<file path="config.mk">
export PLATFORM = sky130hd
export DESIGN_NAME = req_fifo
export DESIGN_NICKNAME = d
export VERILOG_FILES = /design/src/cc_pkg.sv /design/src/req_fifo.sv
export VERILOG_INCLUDE_DIRS = /design/src
export SDC_FILE = /design/constraint.sdc
export NUM_CORES = 1
export LEC_CHECK = 0
export BUFFER_PORTS_ARGS = -buffer_cell sky130_fd_sc_hd__buf_2
export CAP_MARGIN = 20
export CELL_PAD_IN_SITES_DETAIL_PLACEMENT = 0
export CELL_PAD_IN_SITES_GLOBAL_PLACEMENT = 1
export CORE_ASPECT_RATIO = 0.5
export CORE_MARGIN = 3
export CORE_UTILIZATION = 40
export CTS_CLUSTER_DIAMETER = 60
export CTS_CLUSTER_SIZE = 12
export DETAILED_ROUTE_END_ITERATION = 16
export PLACE_DENSITY = 0.71
export SYNTH_ARGS = -nofsm -noshare
export SYNTH_HDL_FRONTEND = slang
export SYNTH_SLANG_ARGS = --single-unit
</file>
<file path="constraint.sdc">
create_clock -name aclk -period 20.8 [get_ports aclk]
set_input_delay 1.04 -clock aclk [delete_from_list [all_inputs] [get_ports aclk]]
set_output_delay 1.04 -clock aclk [all_outputs]
set_load 0.05 [all_outputs]
</file>
<file path="src/cc_defs.svh">
`ifndef CC_DEFS_SVH
`define CC_DEFS_SVH

// width of the gap, target gap and alpha values
`define CC_RATE_W       32

// pending requests
`define CC_QDEPTH       8

// reset gap in cycles for both current and target
`define CC_RATE_DEFAULT 40

// mark filtering and alpha decay windows, in cycles
`define CC_MIN_MARK_GAP 60
`define CC_ALPHA_QUIET  80

// alpha fixed point: ONE is 1.0, G is the gain (1/16)
`define CC_ALPHA_ONE    256
`define CC_ALPHA_G      16

// recovery event thresholds
`define CC_TIME_THRESH  50
`define CC_BYTE_THRESH  6

// events per stage before moving on
`define CC_F            5

// additive increase step on the target gap
`define CC_RAI          4

`endif

</file>
<file path="src/cc_pkg.sv">
`default_nettype none

package cc_pkg;

    // request descriptor, 64 bits in total
    typedef struct packed {
        logic        opcode;
        logic [9:0]  qpn;
        logic [31:0] vaddr;
        logic [20:0] len;
    } dreq_t;

    // opcode encodings
    localparam logic OP_READ  = 1'b0;
    localparam logic OP_WRITE = 1'b1;

    // recovery stage reported by the rate controller
    typedef enum logic [1:0] {
        stage_fast_recovery = 2'd0,
        stage_additive      = 2'd1,
        stage_hyper         = 2'd2
    } cc_stage_t;

endpackage

`default_nettype wire

</file>
<file path="src/req_fifo.sv">
`include "cc_defs.svh"
`default_nettype none

module req_fifo
    import cc_pkg::*;
#(
    parameter int DEPTH = `CC_QDEPTH
) (
    input  logic  aclk,
    input  logic  aresetn,

    input  logic  s_valid,
    output logic  s_ready,
    input  dreq_t s_data,

    output logic  m_valid,
    input  logic  m_ready,
    output dreq_t m_data
);

    localparam int PTR_W = (DEPTH > 1) ? $clog2(DEPTH) : 1;
    localparam int CNT_W = $clog2(DEPTH + 1);

    dreq_t            mem [DEPTH];
    logic [PTR_W-1:0] wr_ptr;
    logic [PTR_W-1:0] rd_ptr;
    logic [CNT_W-1:0] count;
    logic             push;
    logic             pop;

    // a full queue still takes a word when the head leaves in the same cycle
    assign s_ready = (count != CNT_W'(DEPTH)) || m_ready;
    assign m_valid = (count != '0);
    assign m_data  = mem[rd_ptr];

    assign push = s_valid && s_ready;
    assign pop  = m_valid && m_ready;

    always_ff @(posedge aclk) begin
        if (push) begin
            mem[wr_ptr] <= s_data;
        end
    end

    always_ff @(posedge aclk) begin
        if (!aresetn) begin
            wr_ptr <= '0;
            rd_ptr <= '0;
            count  <= '0;
        end else begin
            if (push) begin
                wr_ptr <= (wr_ptr == PTR_W'(DEPTH - 1)) ? '0 : wr_ptr + 1'b1;
            end
            if (pop) begin
                rd_ptr <= (rd_ptr == PTR_W'(DEPTH - 1)) ? '0 : rd_ptr + 1'b1;
            end
            // count only moves when exactly one side fires
            if (push && !pop) begin
                count <= count + 1'b1;
            end else if (pop && !push) begin
                count <= count - 1'b1;
            end
        end
    end

endmodule

`default_nettype wire

</file>
==> flow_metrics.tcl, run 1 <==
set metrics [dict create \
    status "finished clean" \
    core_area_um2 48900 \
    routabilityCongestion 0.684 \
    cts_sinks 525 \
    critPathBufInv 3 \
    synth_compound_area_frac 0.00428 \
    finalPower_uw 2600 \
    synth-adder-area-share 0.00541 \
    grt_setup_unrepaired "false" \
    fp.dieH_um 164 \
    fin_hold_ws_ns 0.485 \
    cts_hold_buf 0 \
    finalNonFillerCells 1646 \
    drv_slew 0 \
    startpoint_type "flip-flop" \
    drt_iter0_drc 660 \
    tns_ns 0 \
    yosys_register_bits 525 \
    yosys-mux-area-fraction 0.182 \
    cap_violations 0 \
    die_area_um2 52600 \
    antenna_found_initial 3 \
    drc_errors 0 \
    hp-class "flip-flop to flip-flop" \
    dp_hpwl_mm 20.8 \
    max_freq_mhz 185 \
    root_buffer "clkbuf_16" \
    finalHoldViolations 0 \
    clock_latency_ns 0.56 \
    yosys_warnings 0 \
    async_flop_share 0 \
    ant_nets 0 \
    num-fill-cells 3938 \
    netlist_instances 815 \
    crit_fanout 46 \
    via_count 8674 \
    yosys.area_share.xor_xnor 0.000880 \
    vdd_drop_max_v 0.0000530 \
    synth.cell_area_um2 19900 \
    ff_latch_area_um2 15600 \
    first_global_vias 9458 \
    postCtsResizedCells 0 \
    grt_use_total 0.149 \
    critPathCaptureType "output pin" \
    critPathSlowestCell "dfxtp_4" \
    setup_viol 0 \
    synth_nets 891 \
    ys_seq_area_frac 0.786 \
    synth_top_family_by_area "multiplexers" \
    port_buffers 133 \
    finalWirelength_mm 38.7 \
    yosys.area.top_type "edfxtp_1" \
    required_ns 19.76 \
    reg2reg_setup_slack_ns 17.61 \
    placementRows 57 \
    grt_overflow 0 \
    cts_max_level 2 \
    drive_gt1_frac 0.406 \
    die_x_um 321 \
    grt_pass1_wl_mm 58.4 \
    syn_area_per_cell_um2 24.4 \
    critPathKind "flip-flop to output pin" \
    yosysUniqueCellTypes 31 \
    grt_max_degree 73 \
    synth_edf_count 512 \
    fin_crit_sh 0.260 \
    flow.area_growth_from_synthesis_pct 13.7 \
    critPathArrivalTime_ns 4.36 \
    initial_core_util 0.407 \
    skew_ns 0.0125 \
    routed_via_density 5.27 \
    dpl.cell_count 1575 \
    crit_family "buffers and inverters" \
    io_pins 134 \
    synthSimpleGateAreaFrac 0.00906 \
    netlist.area_leader.share 0.773 \
    crit_top_cell "buf_4" \
    dr.pass1.iters 5 \
    worstPathCellList "buf_4 > buf_4 > mux4_2 > mux2_2 > buf_2" \
    worstMarginPinSlew_ns 1.09 \
    cts_setup_buffers 0 \
    min_period_ns 5.40 \
    synth_ff_type "edfxtp_1" \
    numCtsBuffers 49 \
    relSlewSlack 0.272 \
    synth.area.top_cells "edfxtp_1 (77%), mux4_2 (14%), mux2_2 (3.6%), dfxtp_1 (1.3%), buf_6 (0.68%)" \
    clk_path_buf_depth 3 \
    nets 1053 \
    clkTransAtPathRegs_ns 0.06 \
    multi_input_area_um2 4060 \
    power_density_nw_per_um2 115 \
    wire_per_inst_um 23.5 \
    cts_tree "built" \
    critPathMaxStageDelay_ns 0.91 \
    leakage_uw 0.00708 \
]
cell usage in the layout, fill, tap and decap left out, types with 3 or more instances in the layout:
master	instances
mux2_2	64
nor3_2	4
nand3_1	3
dfxtp_4	3
buf_4	15
dfxtp_1	10
nand2b_1	4
ha_1	7
mux4_2	128
clkbuf_16	49
a21boi_0	6
edfxtp_1	512
nand2_1	12
clkbuf_1	17
nor2_4	3
buf_2	133
worst paths after layout:
path                              start                    end  depth (start not counted)
setup / recovery              flip-flop              m_data[6]                          5
hold / removal    count[3]$_SDFFE_PN0P_  count[3]$_SDFFE_PN0P_                          2
setup reg to reg  count[0]$_SDFFE_PN0P_    mem[3][4]$_DFFE_PP_                          5
hold reg to reg   count[3]$_SDFFE_PN0P_  count[3]$_SDFFE_PN0P_                          2
report_power, final:
part           internal [µW]  switching [µW]
sequential              1210            40.6
clock                    427             347
combinational            229             349
Yosys cell counts, types with 2 or more instances:
cell and count:
nor3_1 4, or4_1 2, edfxtp_1 512, mux2i_1 2, buf_4 2, nor2_1 4
and2_1 2, buf_1 8, a21boi_0 6, clkbuf_1 12, nand2_1 12, mux2_2 64
mux4_2 128, buf_6 12, nand3_1 3, ha_1 7, xnor2_1 2, inv_1 2
nand2b_1 4, dfxtp_1 13, buf_2 3, or3_1 2
per-stage QoR:
stage / setup slack (ns) / instance area, µm² / utilization
finish: 15.40 / 22600 / 0.463
global route: 14.94 / 22600 / 0.463
CTS: 15.19 / 22600 / 0.463
detailed placement: 15.77 / 21300 / 0.436
global placement: 15.87 / 21300 / 0.436
floorplan: 12.81 / 19900 / -
layout make-up:
| type | count | share of cell area |
|---|---|---|
| clock buffers | 66 | 0.0570 |
| well taps | 649 | 0.0359 |
| flip-flops and latches | 525 | 0.692 |
| clock inverters | 3 | 0.000995 |
| repair buffers | 148 | 0.0344 |
| multi-input cells | 251 | 0.180 |
| inverters | 2 | 0.000332 |
| diodes | 2 | 0.000221 |
cell families (layout without fill, tap and decap cells):
kind of cell | Yosys count | count (layout)
adders and majority gates | 8 | 8
AOI/OAI and AO/OA | 11 | 11
buffers and inverters | 39 | 219
other | 0 | 2
and+or+nand+nor | 36 | 36
muxes | 194 | 194
xor gates and xnor gates | 2 | 2
DFF | 525 | 525
layer usage:
metal / share of wire / wire length [µm] / GRT usage
met5: 0.00052 / 20 / 0
met2: 0.54 / 20800 / 0.266
met1: 0.40 / 15500 / 0.188
met4: 0.024 / 916 / 0.0463
met3: 0.038 / 1480 / 0.0230
registers in the layout, indices dropped and copies added, names as in the netlist, named ones only:
name,count
mem,512
rd_ptr,3
wr_ptr,3
count,4
tightest hold or removal path: stages, from the launching register on:
cell,delay [ns]
dfxtp_1,0.33
nand2_1,0.06
mux2i_1,0.05
(Power assumes the default switching activity.)
==> run 2, diff against run 1 <==
==> constraint.sdc (replaced) <==
create_clock -name aclk -period 5.14 [get_ports aclk]
set_input_delay 0.257 -clock aclk [delete_from_list [all_inputs] [get_ports aclk]]
set_output_delay 0.257 -clock aclk [all_outputs]
set_load 0.05 [all_outputs]
==> run 2 against run 1 <==
Compared with the run above:
- final cell count grew 4.3%
- combinational power grew to 4.2 times the previous value
- sequential power grew to 4.0 times the previous value
- power grew to 4.1 times the previous value
- routed wire length grew 0.39%
- sequential share of layout area shrank 2.4 points
- critical path depth shrank 1
- clock skew grew 0.0073 ns
- global-route usage grew 0.20 points
- sequential cell count is the same
- count of clock-buffer cells in the layout shrank 1
- worst setup slack lost 14 ns
- largest cell class unchanged
==> flow_metrics.tcl, run 2 (synthesis results as in run 1) <==
set metrics [dict create \
    status "finished clean" \
    core_area_um2 48900 \
    via_count 8954 \
    drt_iter0_drc 719 \
    fin_crit_sh 0.650 \
    grt_setup_unrepaired "false" \
    cap_violations 0 \
    clk_path_buf_depth 3 \
    worstMarginPinSlew_ns 0.921 \
    min_period_ns 3.34 \
    leakage_uw 0.00741 \
    endpoint "m_data[41]" \
    finalWirelength_mm 38.9 \
    first_global_vias 9841 \
    max_freq_mhz 299 \
    r2r.worst_path.cells 6 \
    tns_ns 0 \
    dpl_cell_area_um2 21400 \
    dr.pass1.iters 5 \
    dp_hpwl_mm 20.7 \
    power_density_nw_per_um2 457 \
    nets 1123 \
    relSlewSlack 0.386 \
    largest_reg_flops 512 \
    clock_latency_ns 0.57 \
    grt_use_met2 0.255 \
    clkTransAtPathRegs_ns 0.06 \
    startpoint_type "flip-flop" \
    critPathArrivalTime_ns 3.08 \
    flow.area_growth_from_synthesis_pct 17.8 \
    reg2reg_setup_slack_ns 2.06 \
    vdd_drop_max_v 0.000289 \
    crit_fanout 54 \
    die_x_um 321 \
    largest-register "mem" \
    layout_common_cells "edfxtp_1 (512), buf_2 (133), mux4_2 (128), dlygate4sd3_1 (65), mux2_2 (64)" \
    drive_gt1_frac 0.386 \
    fin_hold_ws_ns 0.0338 \
    wire_per_inst_um 22.7 \
    critPathCaptureType "output pin" \
    fp.dieH_um 164 \
    cts_tree "built" \
    r2r-end "mem[7][40]$_DFFE_PP_" \
    drc_errors 0 \
    required_ns 4.88 \
    root_buffer "clkbuf_16" \
    io_pins 134 \
    finalHoldViolations 0 \
    drv_slew 0 \
    port_buffers 133 \
    antenna_found_initial 1 \
    hp-class "primary input to flip-flop" \
    cts_max_level 2 \
    critPathKind "flip-flop to output pin" \
    die_area_um2 52600 \
    final_common_cell "edfxtp_1" \
    grt_max_degree 75 \
    ant_nets 0 \
    routabilityCongestion 0.671 \
    biggestRegsByFlops "mem: 512 flops, count: 4 flops" \
    finalPower_uw 10700 \
    grt_use_total 0.151 \
    numCtsBuffers 50 \
    initial_core_util 0.407 \
    grt_overflow 0 \
    num-fill-cells 3900 \
    placementRows 57 \
    top_usage_layer "met2" \
    grt_use_met1 0.206 \
    cts_setup_buffers 0 \
    skew_ns 0.0198 \
    setup_viol 0 \
    design_area_um2 23400 \
    routed_via_density 5.22 \
    cts_sinks 525 \
    grt_pass1_wl_mm 59.6 \
    use_met3 0.0250 \
    rr_startpoint "count[0]$_SDFFE_PN0P_" \
]
==> run 2: power breakdown <==
group / internal [µW] / total (µW) / switching, µW
logic: 976 / 2410 / 1440
clock network: 1780 / 3250 / 1470
registers: 4880 / 5040 / 167
total: 7630 / 10700 / 3080
==> run 2: routing by layer <==
metal | routed length [µm] | share of wire | up-vias
met1 | 16500 | 0.42 | 4783
li1 | - | - | 3932
met4 | 837 | 0.022 | 0
met2 | 20000 | 0.51 | 180
met5 | 0 | 0 | -
met3 | 1580 | 0.041 | 59
==> run 2: cell type report <==
type	count	area, µm²	share of cell area
clock buffer	65	1310	0.0558
clock inverter	5	78.8	0.00336
sequential	525	15600	0.668
inverter	2	7.51	0.000320
tap	649	812	0.0347
antenna	2	5.00	0.000214
timing repair buffer	217	1500	0.0639
multi-input combinational	251	4080	0.174
==> run 2: stage by stage <==
step	utilization	cells	worst slack, ns
2_1_floorplan	-	815	-0.462
3_3_place_gp	0.438	1578	2.02
3_5_place_dp	0.438	1578	1.96
4_1_cts	0.479	1713	1.64
5_1_grt	0.480	1715	1.53
6_report	0.480	1716	1.80
==> run 2: worst max-delay path: stages, from the launching register on <==
cell	delay, ns
dfxtp_4	0.92
buf_12	0.46
mux4_2	0.56
mux2_2	0.29
buf_2	0.22
==> run 2: worst min-delay path by stage <==
| stage | cells after the start | end | slack (ns) | start |
|---|---|---|---|---|
| 4_1_cts | 2 | wr_ptr[0]$_SDFFE_PN0P_ | 0.005 | aresetn |
| 3_5_place_dp | 2 | count[3]$_SDFFE_PN0P_ | 0.48 | count[3]$_SDFFE_PN0P_ |
| 5_1_grt | 2 | wr_ptr[0]$_SDFFE_PN0P_ | 0.02 | aresetn |
| 3_3_place_gp | 2 | count[3]$_SDFFE_PN0P_ | 0.47 | count[3]$_SDFFE_PN0P_ |
| 6_report | 2 | wr_ptr[0]$_SDFFE_PN0P_ | 0.03 | aresetn |
| 2_1_floorplan | 0 | mem[0][0]$_DFFE_PP_ | 0.36 | s_data[0] |
==> run 2: repair_timing <==
item                                   4_1_cts  5_1_grt
resized for setup                            0        0
endpoints found under the hold margin      513        0
hold buffers                                65        0
