### config.mk
export PLATFORM = sky130hd
export DESIGN_NAME = send_pacer
export DESIGN_NICKNAME = d
export VERILOG_FILES = /design/src/cc_pkg.sv /design/src/send_pacer.sv
export VERILOG_INCLUDE_DIRS = /design/src
export SDC_FILE = /design/constraint.sdc
export NUM_CORES = 1
export LEC_CHECK = 0
export BUFFER_PORTS_ARGS = -buffer_cell sky130_fd_sc_hd__clkbuf_2
export CORE_MARGIN = 2
export CORE_UTILIZATION = 46
export CTS_CLUSTER_SIZE = 12
export DETAILED_ROUTE_END_ITERATION = 10
export PLACE_DENSITY = 0.86
export REMOVE_ABC_BUFFERS = 1
export SETUP_SLACK_MARGIN = 0.1
export SLEW_MARGIN = 20
export SYNTH_ARGS = -nofsm -noshare
export SYNTH_HDL_FRONTEND = slang
export SYNTH_SLANG_ARGS = --single-unit
### constraint.sdc
create_clock -name aclk -period 6.7 [get_ports aclk]
set_clock_uncertainty 0.15 [all_clocks]
set_input_delay 0.335 -clock aclk [delete_from_list [all_inputs] [get_ports aclk]]
set_output_delay 0.335 -clock aclk [all_outputs]
set_load 0.1 [all_outputs]
### src/cc_defs.svh
`ifndef CC_DEFS_SVH
`define CC_DEFS_SVH

// width of the gap, target gap and alpha values
`define CC_RATE_W       32

// pending requests
`define CC_QDEPTH       8

// reset gap in cycles for both current and target
`define CC_RATE_DEFAULT 40

// mark filtering and alpha decay windows, in cycles
`define CC_MIN_MARK_GAP 60
`define CC_ALPHA_QUIET  80

// alpha fixed point: ONE is 1.0, G is the gain (1/16)
`define CC_ALPHA_ONE    256
`define CC_ALPHA_G      16

// recovery event thresholds
`define CC_TIME_THRESH  50
`define CC_BYTE_THRESH  6

// events per stage before moving on
`define CC_F            5

// additive increase step on the target gap
`define CC_RAI          4

`endif

### src/cc_pkg.sv
`default_nettype none

package cc_pkg;

    // request descriptor, 64 bits in total
    typedef struct packed {
        logic        opcode;
        logic [9:0]  qpn;
        logic [31:0] vaddr;
        logic [20:0] len;
    } dreq_t;

    // opcode encodings
    localparam logic OP_READ  = 1'b0;
    localparam logic OP_WRITE = 1'b1;

    // recovery stage reported by the rate controller
    typedef enum logic [1:0] {
        stage_fast_recovery = 2'd0,
        stage_additive      = 2'd1,
        stage_hyper         = 2'd2
    } cc_stage_t;

endpackage

`default_nettype wire

### src/send_pacer.sv
`include "cc_defs.svh"
`default_nettype none

module send_pacer
    import cc_pkg::*;
(
    input  logic                  aclk,
    input  logic                  aresetn,

    input  logic                  q_valid,
    output logic                  q_ready,
    input  dreq_t                 q_data,

    input  logic [`CC_RATE_W-1:0] cur_rate,

    output logic                  m_valid,
    input  logic                  m_ready,
    output dreq_t                 m_data
);

    logic [`CC_RATE_W-1:0] send_timer;
    logic                  held;
    logic                  gate_open;

    // once offered, keep the request up even if the gap grows meanwhile
    assign gate_open = (send_timer > cur_rate) || held;

    assign m_valid = q_valid && gate_open;
    assign q_ready = m_ready && gate_open;
    assign m_data  = q_data;

    always_ff @(posedge aclk) begin
        if (!aresetn) begin
            send_timer <= '0;
            held       <= 1'b0;
        end else if (m_valid && m_ready) begin
            send_timer <= '0;
            held       <= 1'b0;
        end else begin
            if (send_timer != '1) begin
                send_timer <= send_timer + 1'b1;
            end
            held <= m_valid;
        end
    end

endmodule

`default_nettype wire

==> results of run 1 <==
[placed cells by master, fill, tap and decap left out, types with 2 or more instances in the layout]
master / n
and3_1: 6
mux2i_1: 2
nor3_1: 6
dfxtp_1: 33
or2_1: 2
xor2_1: 11
o21ai_0: 7
a31oi_1: 2
a21oi_1: 13
ha_1: 33
inv_1: 37
a211oi_1: 2
and4_1: 4
a211o_1: 2
clkbuf_2: 37
bufinv_16: 2
nor4b_2: 2
nand2_1: 15
nand3_1: 12
xnor2_1: 14
nor2b_1: 4
nor4_1: 5
or4_4: 2
o21ai_1: 2
o21a_1: 5
nor2_1: 41
clkbuf_8: 5
nand4_1: 18
[synthesized netlist by cell type, types with 6 or more instances]
cell / count
buf_4: 64
nor2_1: 41
inv_1: 37
dfxtp_1: 33
ha_1: 33
nand4_1: 18
nand2_1: 15
xnor2_1: 14
a21oi_1: 13
nand3_1: 12
xor2_1: 11
o21ai_0: 7
and3_1: 6
nor3_1: 6
[routing by layer]
layer,vias to the layer above,GRT usage,routed length (um)
met4,2,0.141,517
li1,1147,-,-
met5,-,0.0985,51
met1,1031,0.239,2890
met2,184,0.463,4620
met3,27,0.345,2720
[critical path: stages, from the launching register on]
cell	delay, ns
dfxtp_1	0.38
ha_1	0.33
nand4_1	0.19
nor4_1	0.53
a21boi_0	0.24
nor4_1	0.11
o21a_1	0.23
nor2b_1	0.12
clkbuf_2	0.46
[kinds of logic after synthesis]
logic type | share of synthesized area
AOI/OAI and AO/OA | 0.0850
xor gates and xnor gates | 0.0743
adders and majority gates | 0.140
buffers and inverters | 0.230
DFF | 0.224
muxes | 0.00680
and+or+nand+nor | 0.240
[cell type report]
class	instances	area, um2	share of cell area
multi-input combinational	226	1610	0.569
sequential	33	661	0.233
timing repair buffer	38	193	0.0679
inverter	37	139	0.0490
tap	77	96.3	0.0340
clock buffer	5	68.8	0.0243
clock inverter	3	65.1	0.0229
[registers in the layout, summed over array words and instances (netlist names)]
| register | cells |
|---|---|
| send_timer | 32 |
| held | 1 |
[worst paths after layout]
| check | startpoint | end | slack [ns] | cells past startpoint |
|---|---|---|---|---|
| hold reg to reg | send_timer[27]$_SDFFE_PP0P_ | send_timer[27]$_SDFFE_PP0P_ | 0.41 | 2 |
| hold / removal | m_ready | held$_SDFF_PP0_ | 0.10 | 2 |
| setup / recovery | send_timer[13]$_SDFFE_PP0P_ | q_ready | 3.33 | 8 |
| setup reg to reg | send_timer[13]$_SDFFE_PP0P_ | send_timer[30]$_SDFFE_PP0P_ | 3.89 | 8 |
[where the power goes]
part / total (W) / switching (W) / internal (W)
clock: 0.000225 / 0.0000770 / 0.000148
sequential: 0.000200 / 0.00000283 / 0.000198
combinational: 0.0000371 / 0.0000191 / 0.0000179
total: 0.000462 / 0.0000990 / 0.000363
[metrics by stage]
step | hold WS [ns] | total power (W) | cell area, um2 | instances
finish | 0.104 | 0.000462 | 2840 | 419
global route | 0.112 | 0.000478 | 2840 | 419
CTS | 0.101 | 0.000465 | 2840 | 419
detailed placement | 0.398 | 0.000242 | 2700 | 411
global placement | 0.386 | 0.000240 | 2700 | 411
floorplan | 0.261 | 0.000225 | 2410 | 296
==> results.sh, run 1 <==
export IMPL_critPathArrivalTime_ns=2.89
export IMPL_relSlewSlack=0.530
export IMPL_nets=474
export IMPL_setup_viol=0
export IMPL_synth_area_um2=2950
export IMPL_syn_inst=367
export IMPL_leakagePower_nw=1.29
export IMPL_worstSkewPairLatency_ns=0.29
export IMPL_worst_slack_ns=3.33
export IMPL_cts_root_buf="clkbuf_8"
export IMPL_cp_end_kind="output port"
export IMPL_synth_top_area_frac=0.224
export IMPL_clkTransAtPathRegs_ns=0.08
export IMPL_antenna_found_initial=0
export IMPL_critPathLaunchType="register"
export IMPL_rows=29
export IMPL_vdd_ir_drop_max_uv=90.9
export IMPL_fmax_mhz=297
export IMPL_cts_max_level=2
export IMPL_cts_made_buffers=5
export IMPL_gp_congestion=0.932
export IMPL_ys_flop_type="dfxtp_1"
export IMPL_grt_pass1_wl_um=15500
export IMPL_vias_per_cell=5.71
export IMPL_cts_hold_buffers=0
export IMPL_cts_resized=0
export IMPL_detail_route_wl_per_cell_um=25.8
export IMPL_ys_warnings_count=0
export IMPL_postCtsSetupBuffers=0
export IMPL_fill_cells=621
export IMPL_grt_max_degree=33
export IMPL_drtPass1Iterations=4
export IMPL_portBuffers=37
export IMPL_worst_slew_pin_slew_ns=0.702
export IMPL_crit_fanout=6
export IMPL_area_growth_pct=-3.70
export IMPL_finalCriticalPeriod_ns=3.37
export IMPL_core_area_um2=6280
export IMPL_drc=0
export IMPL_worst_endpoint_required_ns=6.21
export IMPL_grt_usage=0.307
export IMPL_dieArea_um2=7060
export IMPL_via_count=2391
export IMPL_start_util=0.469
export IMPL_power_density_nw_per_um2=163
export IMPL_fin_util=0.452
export IMPL_hold_viol=0
export IMPL_synth_seq_cells=33
export IMPL_die_w_um=84.0
export IMPL_drv_slew=0
export IMPL_ios=166
export IMPL_place_hpwl_um=9190
export IMPL_grt_pass1_vias=2347
export IMPL_status="finished, final reports clean"
export IMPL_antenna_left=0
export IMPL_dieHeight_um=84.0
export IMPL_synth_async_reset_ratio=0
export IMPL_cts_sinks=33
export IMPL_setup_tns_ns=0
export IMPL_hold_path_class="in -> reg"
export IMPL_synth_area_top_cells="dfxtp_1 (22%), buf_4 (16%), ha_1 (14%)"
export IMPL_grt_setup_unrepaired="no"
export IMPL_finalCritPeriodShare=0.503
export IMPL_yosysTopAreaCell="dfxtp_1"
export IMPL_avgSynthCellArea_um2=8.03
export IMPL_dp_slack_ns=3.63
export IMPL_antenna_cells=0
export IMPL_drive_gt1_frac=0.164
export IMPL_worstSetupPathType="reg -> out"
export IMPL_synth_cell_types=44
export IMPL_routed_wl_um=10800
export IMPL_synth_edf_count=0
export IMPL_max_cap_violations=0
export IMPL_clk_path_buf_depth=2
export IMPL_cts_tree="built"
export IMPL_yosysSeqAreaShare=0.224
export IMPL_overflow=0
export IMPL_drtIter0Drc=190
Power figures use the tool's default switching activity.
==> run 2: changes to the inputs <==
--- a/config.mk
+++ b/config.mk
@@ -8,10 +8,10 @@
 export LEC_CHECK = 0
 export BUFFER_PORTS_ARGS = -buffer_cell sky130_fd_sc_hd__clkbuf_2
 export CORE_MARGIN = 2
-export CORE_UTILIZATION = 46
+export CORE_UTILIZATION = 41
 export CTS_CLUSTER_SIZE = 12
 export DETAILED_ROUTE_END_ITERATION = 10
-export PLACE_DENSITY = 0.86
+export PLACE_DENSITY = 0.81
 export REMOVE_ABC_BUFFERS = 1
 export SETUP_SLACK_MARGIN = 0.1
 export SLEW_MARGIN = 20
==> constraint.sdc (replaced) <==
create_clock -name aclk -period 3 [get_ports aclk]
set_clock_uncertainty 0.15 [all_clocks]
set_input_delay 0.15 -clock aclk [delete_from_list [all_inputs] [get_ports aclk]]
set_output_delay 0.15 -clock aclk [all_outputs]
set_load 0.1 [all_outputs]
==> run 2 against run 1 <==
Effect of this change:
- sequential share of layout area fell by 0.84 points
- critical endpoint is now m_valid
- register-to-register slack got worse by 3.4 ns
- combinational power increased by 150%
- sequential power grew 120%
- clock-buffer cell count grew 1
- hold slack better by 0.046 ns
- critical path type unchanged
- via count up 2.0%
- non-clock buffer count up 6
- final cell count grew 5.7%
- clock power up 56%
- largest cell class unchanged
==> results.sh, run 2 (synthesis results as in run 1) <==
export IMPL_grt_pass1_wl_um=14900
export IMPL_setup_viol=0
export IMPL_relSlewSlack=0.625
export IMPL_worstSetupPathType="reg -> out"
export IMPL_portBuffers=37
export IMPL_pwr_share_comb=0.104
export IMPL_cts_made_buffers=5
export IMPL_drtPass1Iterations=4
export IMPL_final_common_cell="nor2_1"
export IMPL_worstSkewPairLatency_ns=0.29
export IMPL_vias_per_cell=5.51
export IMPL_area_growth_pct=0.0851
export IMPL_fmax_mhz=363
export IMPL_p_switching_w=0.000223
export IMPL_finalCriticalPeriod_ns=2.76
export IMPL_grt_usage=0.272
export IMPL_routed_wl_um=10500
export IMPL_pwr_share_seq=0.502
export IMPL_cts_tree="built"
export IMPL_reg2reg_depth=8
export IMPL_power_density_nw_per_um2=302
export IMPL_drc=0
export IMPL_cp_end_kind="output port"
export IMPL_min_from="q_data[12]"
export IMPL_detail_route_wl_per_cell_um=23.8
export IMPL_critPathArrivalTime_ns=2.46
export IMPL_nets=480
export IMPL_gp_congestion=0.837
export IMPL_min_path_cells=0
export IMPL_cts_root_buf="clkbuf_8"
export IMPL_finalCritPeriodShare=0.919
export IMPL_hold_viol=0
export IMPL_drtIter0Drc=237
export IMPL_critPathLaunchType="register"
export IMPL_cts_sinks=33
export IMPL_dp_slack_ns=0.258
export IMPL_ios=166
export IMPL_clkTransAtPathRegs_ns=0.07
export IMPL_rows=30
export IMPL_wl_met3_um=2530
export IMPL_power_internal_w=0.000667
export IMPL_leakagePower_nw=1.32
export IMPL_worst_slack_ns=0.243
export IMPL_antenna_cells=0
export IMPL_power_frac_clock=0.394
export IMPL_crit_fanout=5
export IMPL_p_total_w=0.000890
export IMPL_largestRegisters="send_timer x32, held x1"
export IMPL_grt_max_degree=25
export IMPL_highest_layer="met5"
export IMPL_top_register="send_timer"
export IMPL_status="finished, final reports clean"
export IMPL_via_count=2440
export IMPL_drive_gt1_frac=0.187
export IMPL_worst_slew_pin_slew_ns=0.556
export IMPL_dp_cells=433
export IMPL_antenna_left=0
export IMPL_reg2reg_from="send_timer[29]$_SDFFE_PP0P_"
export IMPL_wl_met1_um=3440
export IMPL_drv_slew=0
export IMPL_clk_path_buf_depth=2
export IMPL_antenna_found_initial=0
export IMPL_start_util=0.429
export IMPL_max_cap_violations=0
export IMPL_final_cells=443
export IMPL_met2_length_um=4140
export IMPL_die_w_um=88.8
export IMPL_grt_pass1_vias=2361
export IMPL_rr_endpoint="send_timer[18]$_SDFFE_PP0P_"
export IMPL_hold_path_class="in -> out"
export IMPL_largest_reg_flops=32
export IMPL_overflow=0
export IMPL_place_hpwl_um=9120
export IMPL_dieArea_um2=7880
export IMPL_setup_tns_ns=0
export IMPL_vdd_ir_drop_max_uv=139
export IMPL_core_area_um2=6870
export IMPL_worst_endpoint_required_ns=2.70
export IMPL_min_to="m_data[12]"
export IMPL_final_cell_mix="nor2_1 (41), inv_1 (37), clkbuf_2 (35)"
export IMPL_switching_share=0.250
export IMPL_regToRegSetupSlack_ns=0.50
export IMPL_grt_setup_unrepaired="no"
export IMPL_dieHeight_um=88.8
export IMPL_cts_max_level=2
[run 2: cell count changes in the layout (fill, tap and decap cells not counted), sizes merged]
cell / previous run / this run
clkbuf: 42 / 41
bufinv: 2 / 0
buf: 1 / 6
clkinvlp: 0 / 1
dlygate4sd3: 0 / 3
clkinv: 1 / 0
[run 2: worst max-delay path, stage by stage (launching register included)]
cell     delay, ns
dfxtp_1       0.36
ha_1          0.32
nand4_1       0.20
nor4_4        0.36
nand3_1       0.18
a31oi_2       0.27
o21a_1        0.21
nor2b_1       0.07
buf_6         0.18
[run 2: power groups by stage]
stage | sequential [W] | combinational, W | clock, W
after floorplan | 0.000456 | 0.0000459 | 0
after global placement | 0.000457 | 0.0000810 | 0
after detailed placement | 0.000457 | 0.0000852 | 0
after CTS | 0.000447 | 0.0000883 | 0.000354
after global routing | 0.000448 | 0.000106 | 0.000374
final | 0.000447 | 0.0000925 | 0.000350
[run 2: final cells by class]
type	instances	area, um2
timing repair buffer	44	258
inverter	37	139
clock buffer	6	82.6
sequential	33	662
tap	96	120
fill	666	3920
multi-input combinational	226	1680
clock inverter	1	7.51
[run 2: per-stage QoR]
step | util | hold WS, ns | area, um2
3_3_place_gp | 0.401 | 0.151 | 2750
6_report | 0.429 | 0.150 | 2950
4_1_cts | 0.420 | 0.125 | 2890
5_1_grt | 0.429 | 0.151 | 2950
3_5_place_dp | 0.401 | 0.151 | 2750
2_1_floorplan | - | 0.0757 | 2410
[run 2: how the worst max path moves through the flow]
stage	from	endpoint	slack, ns	cells after the start
4_1_cts	send_timer[11]$_SDFFE_PP0P_	held$_SDFF_PP0_	0.16	8
3_3_place_gp	send_timer[14]$_SDFFE_PP0P_	q_ready	0.39	8
3_5_place_dp	send_timer[13]$_SDFFE_PP0P_	m_valid	0.26	8
6_report	send_timer[29]$_SDFFE_PP0P_	m_valid	0.24	8
5_1_grt	send_timer[29]$_SDFFE_PP0P_	m_valid	0.12	8
2_1_floorplan	send_timer[13]$_SDFFE_PP0P_	m_valid	-0.21	7
[run 2: timing repair]
item / in CTS / in global routing
resized for setup: 4 / 8
pin swaps: 1 / 4
setup endpoints to repair: 2 / 3
hold endpoints to repair: 1 / 1
hold buffers: 2 / 2
setup buffers: 0 / 0
[run 2: routing by layer]
metal	up-vias	track usage
met5	-	0.0779
met4	2	0.0978
met3	24	0.282
met2	164	0.379
met1	1091	0.266
li1	1159	-
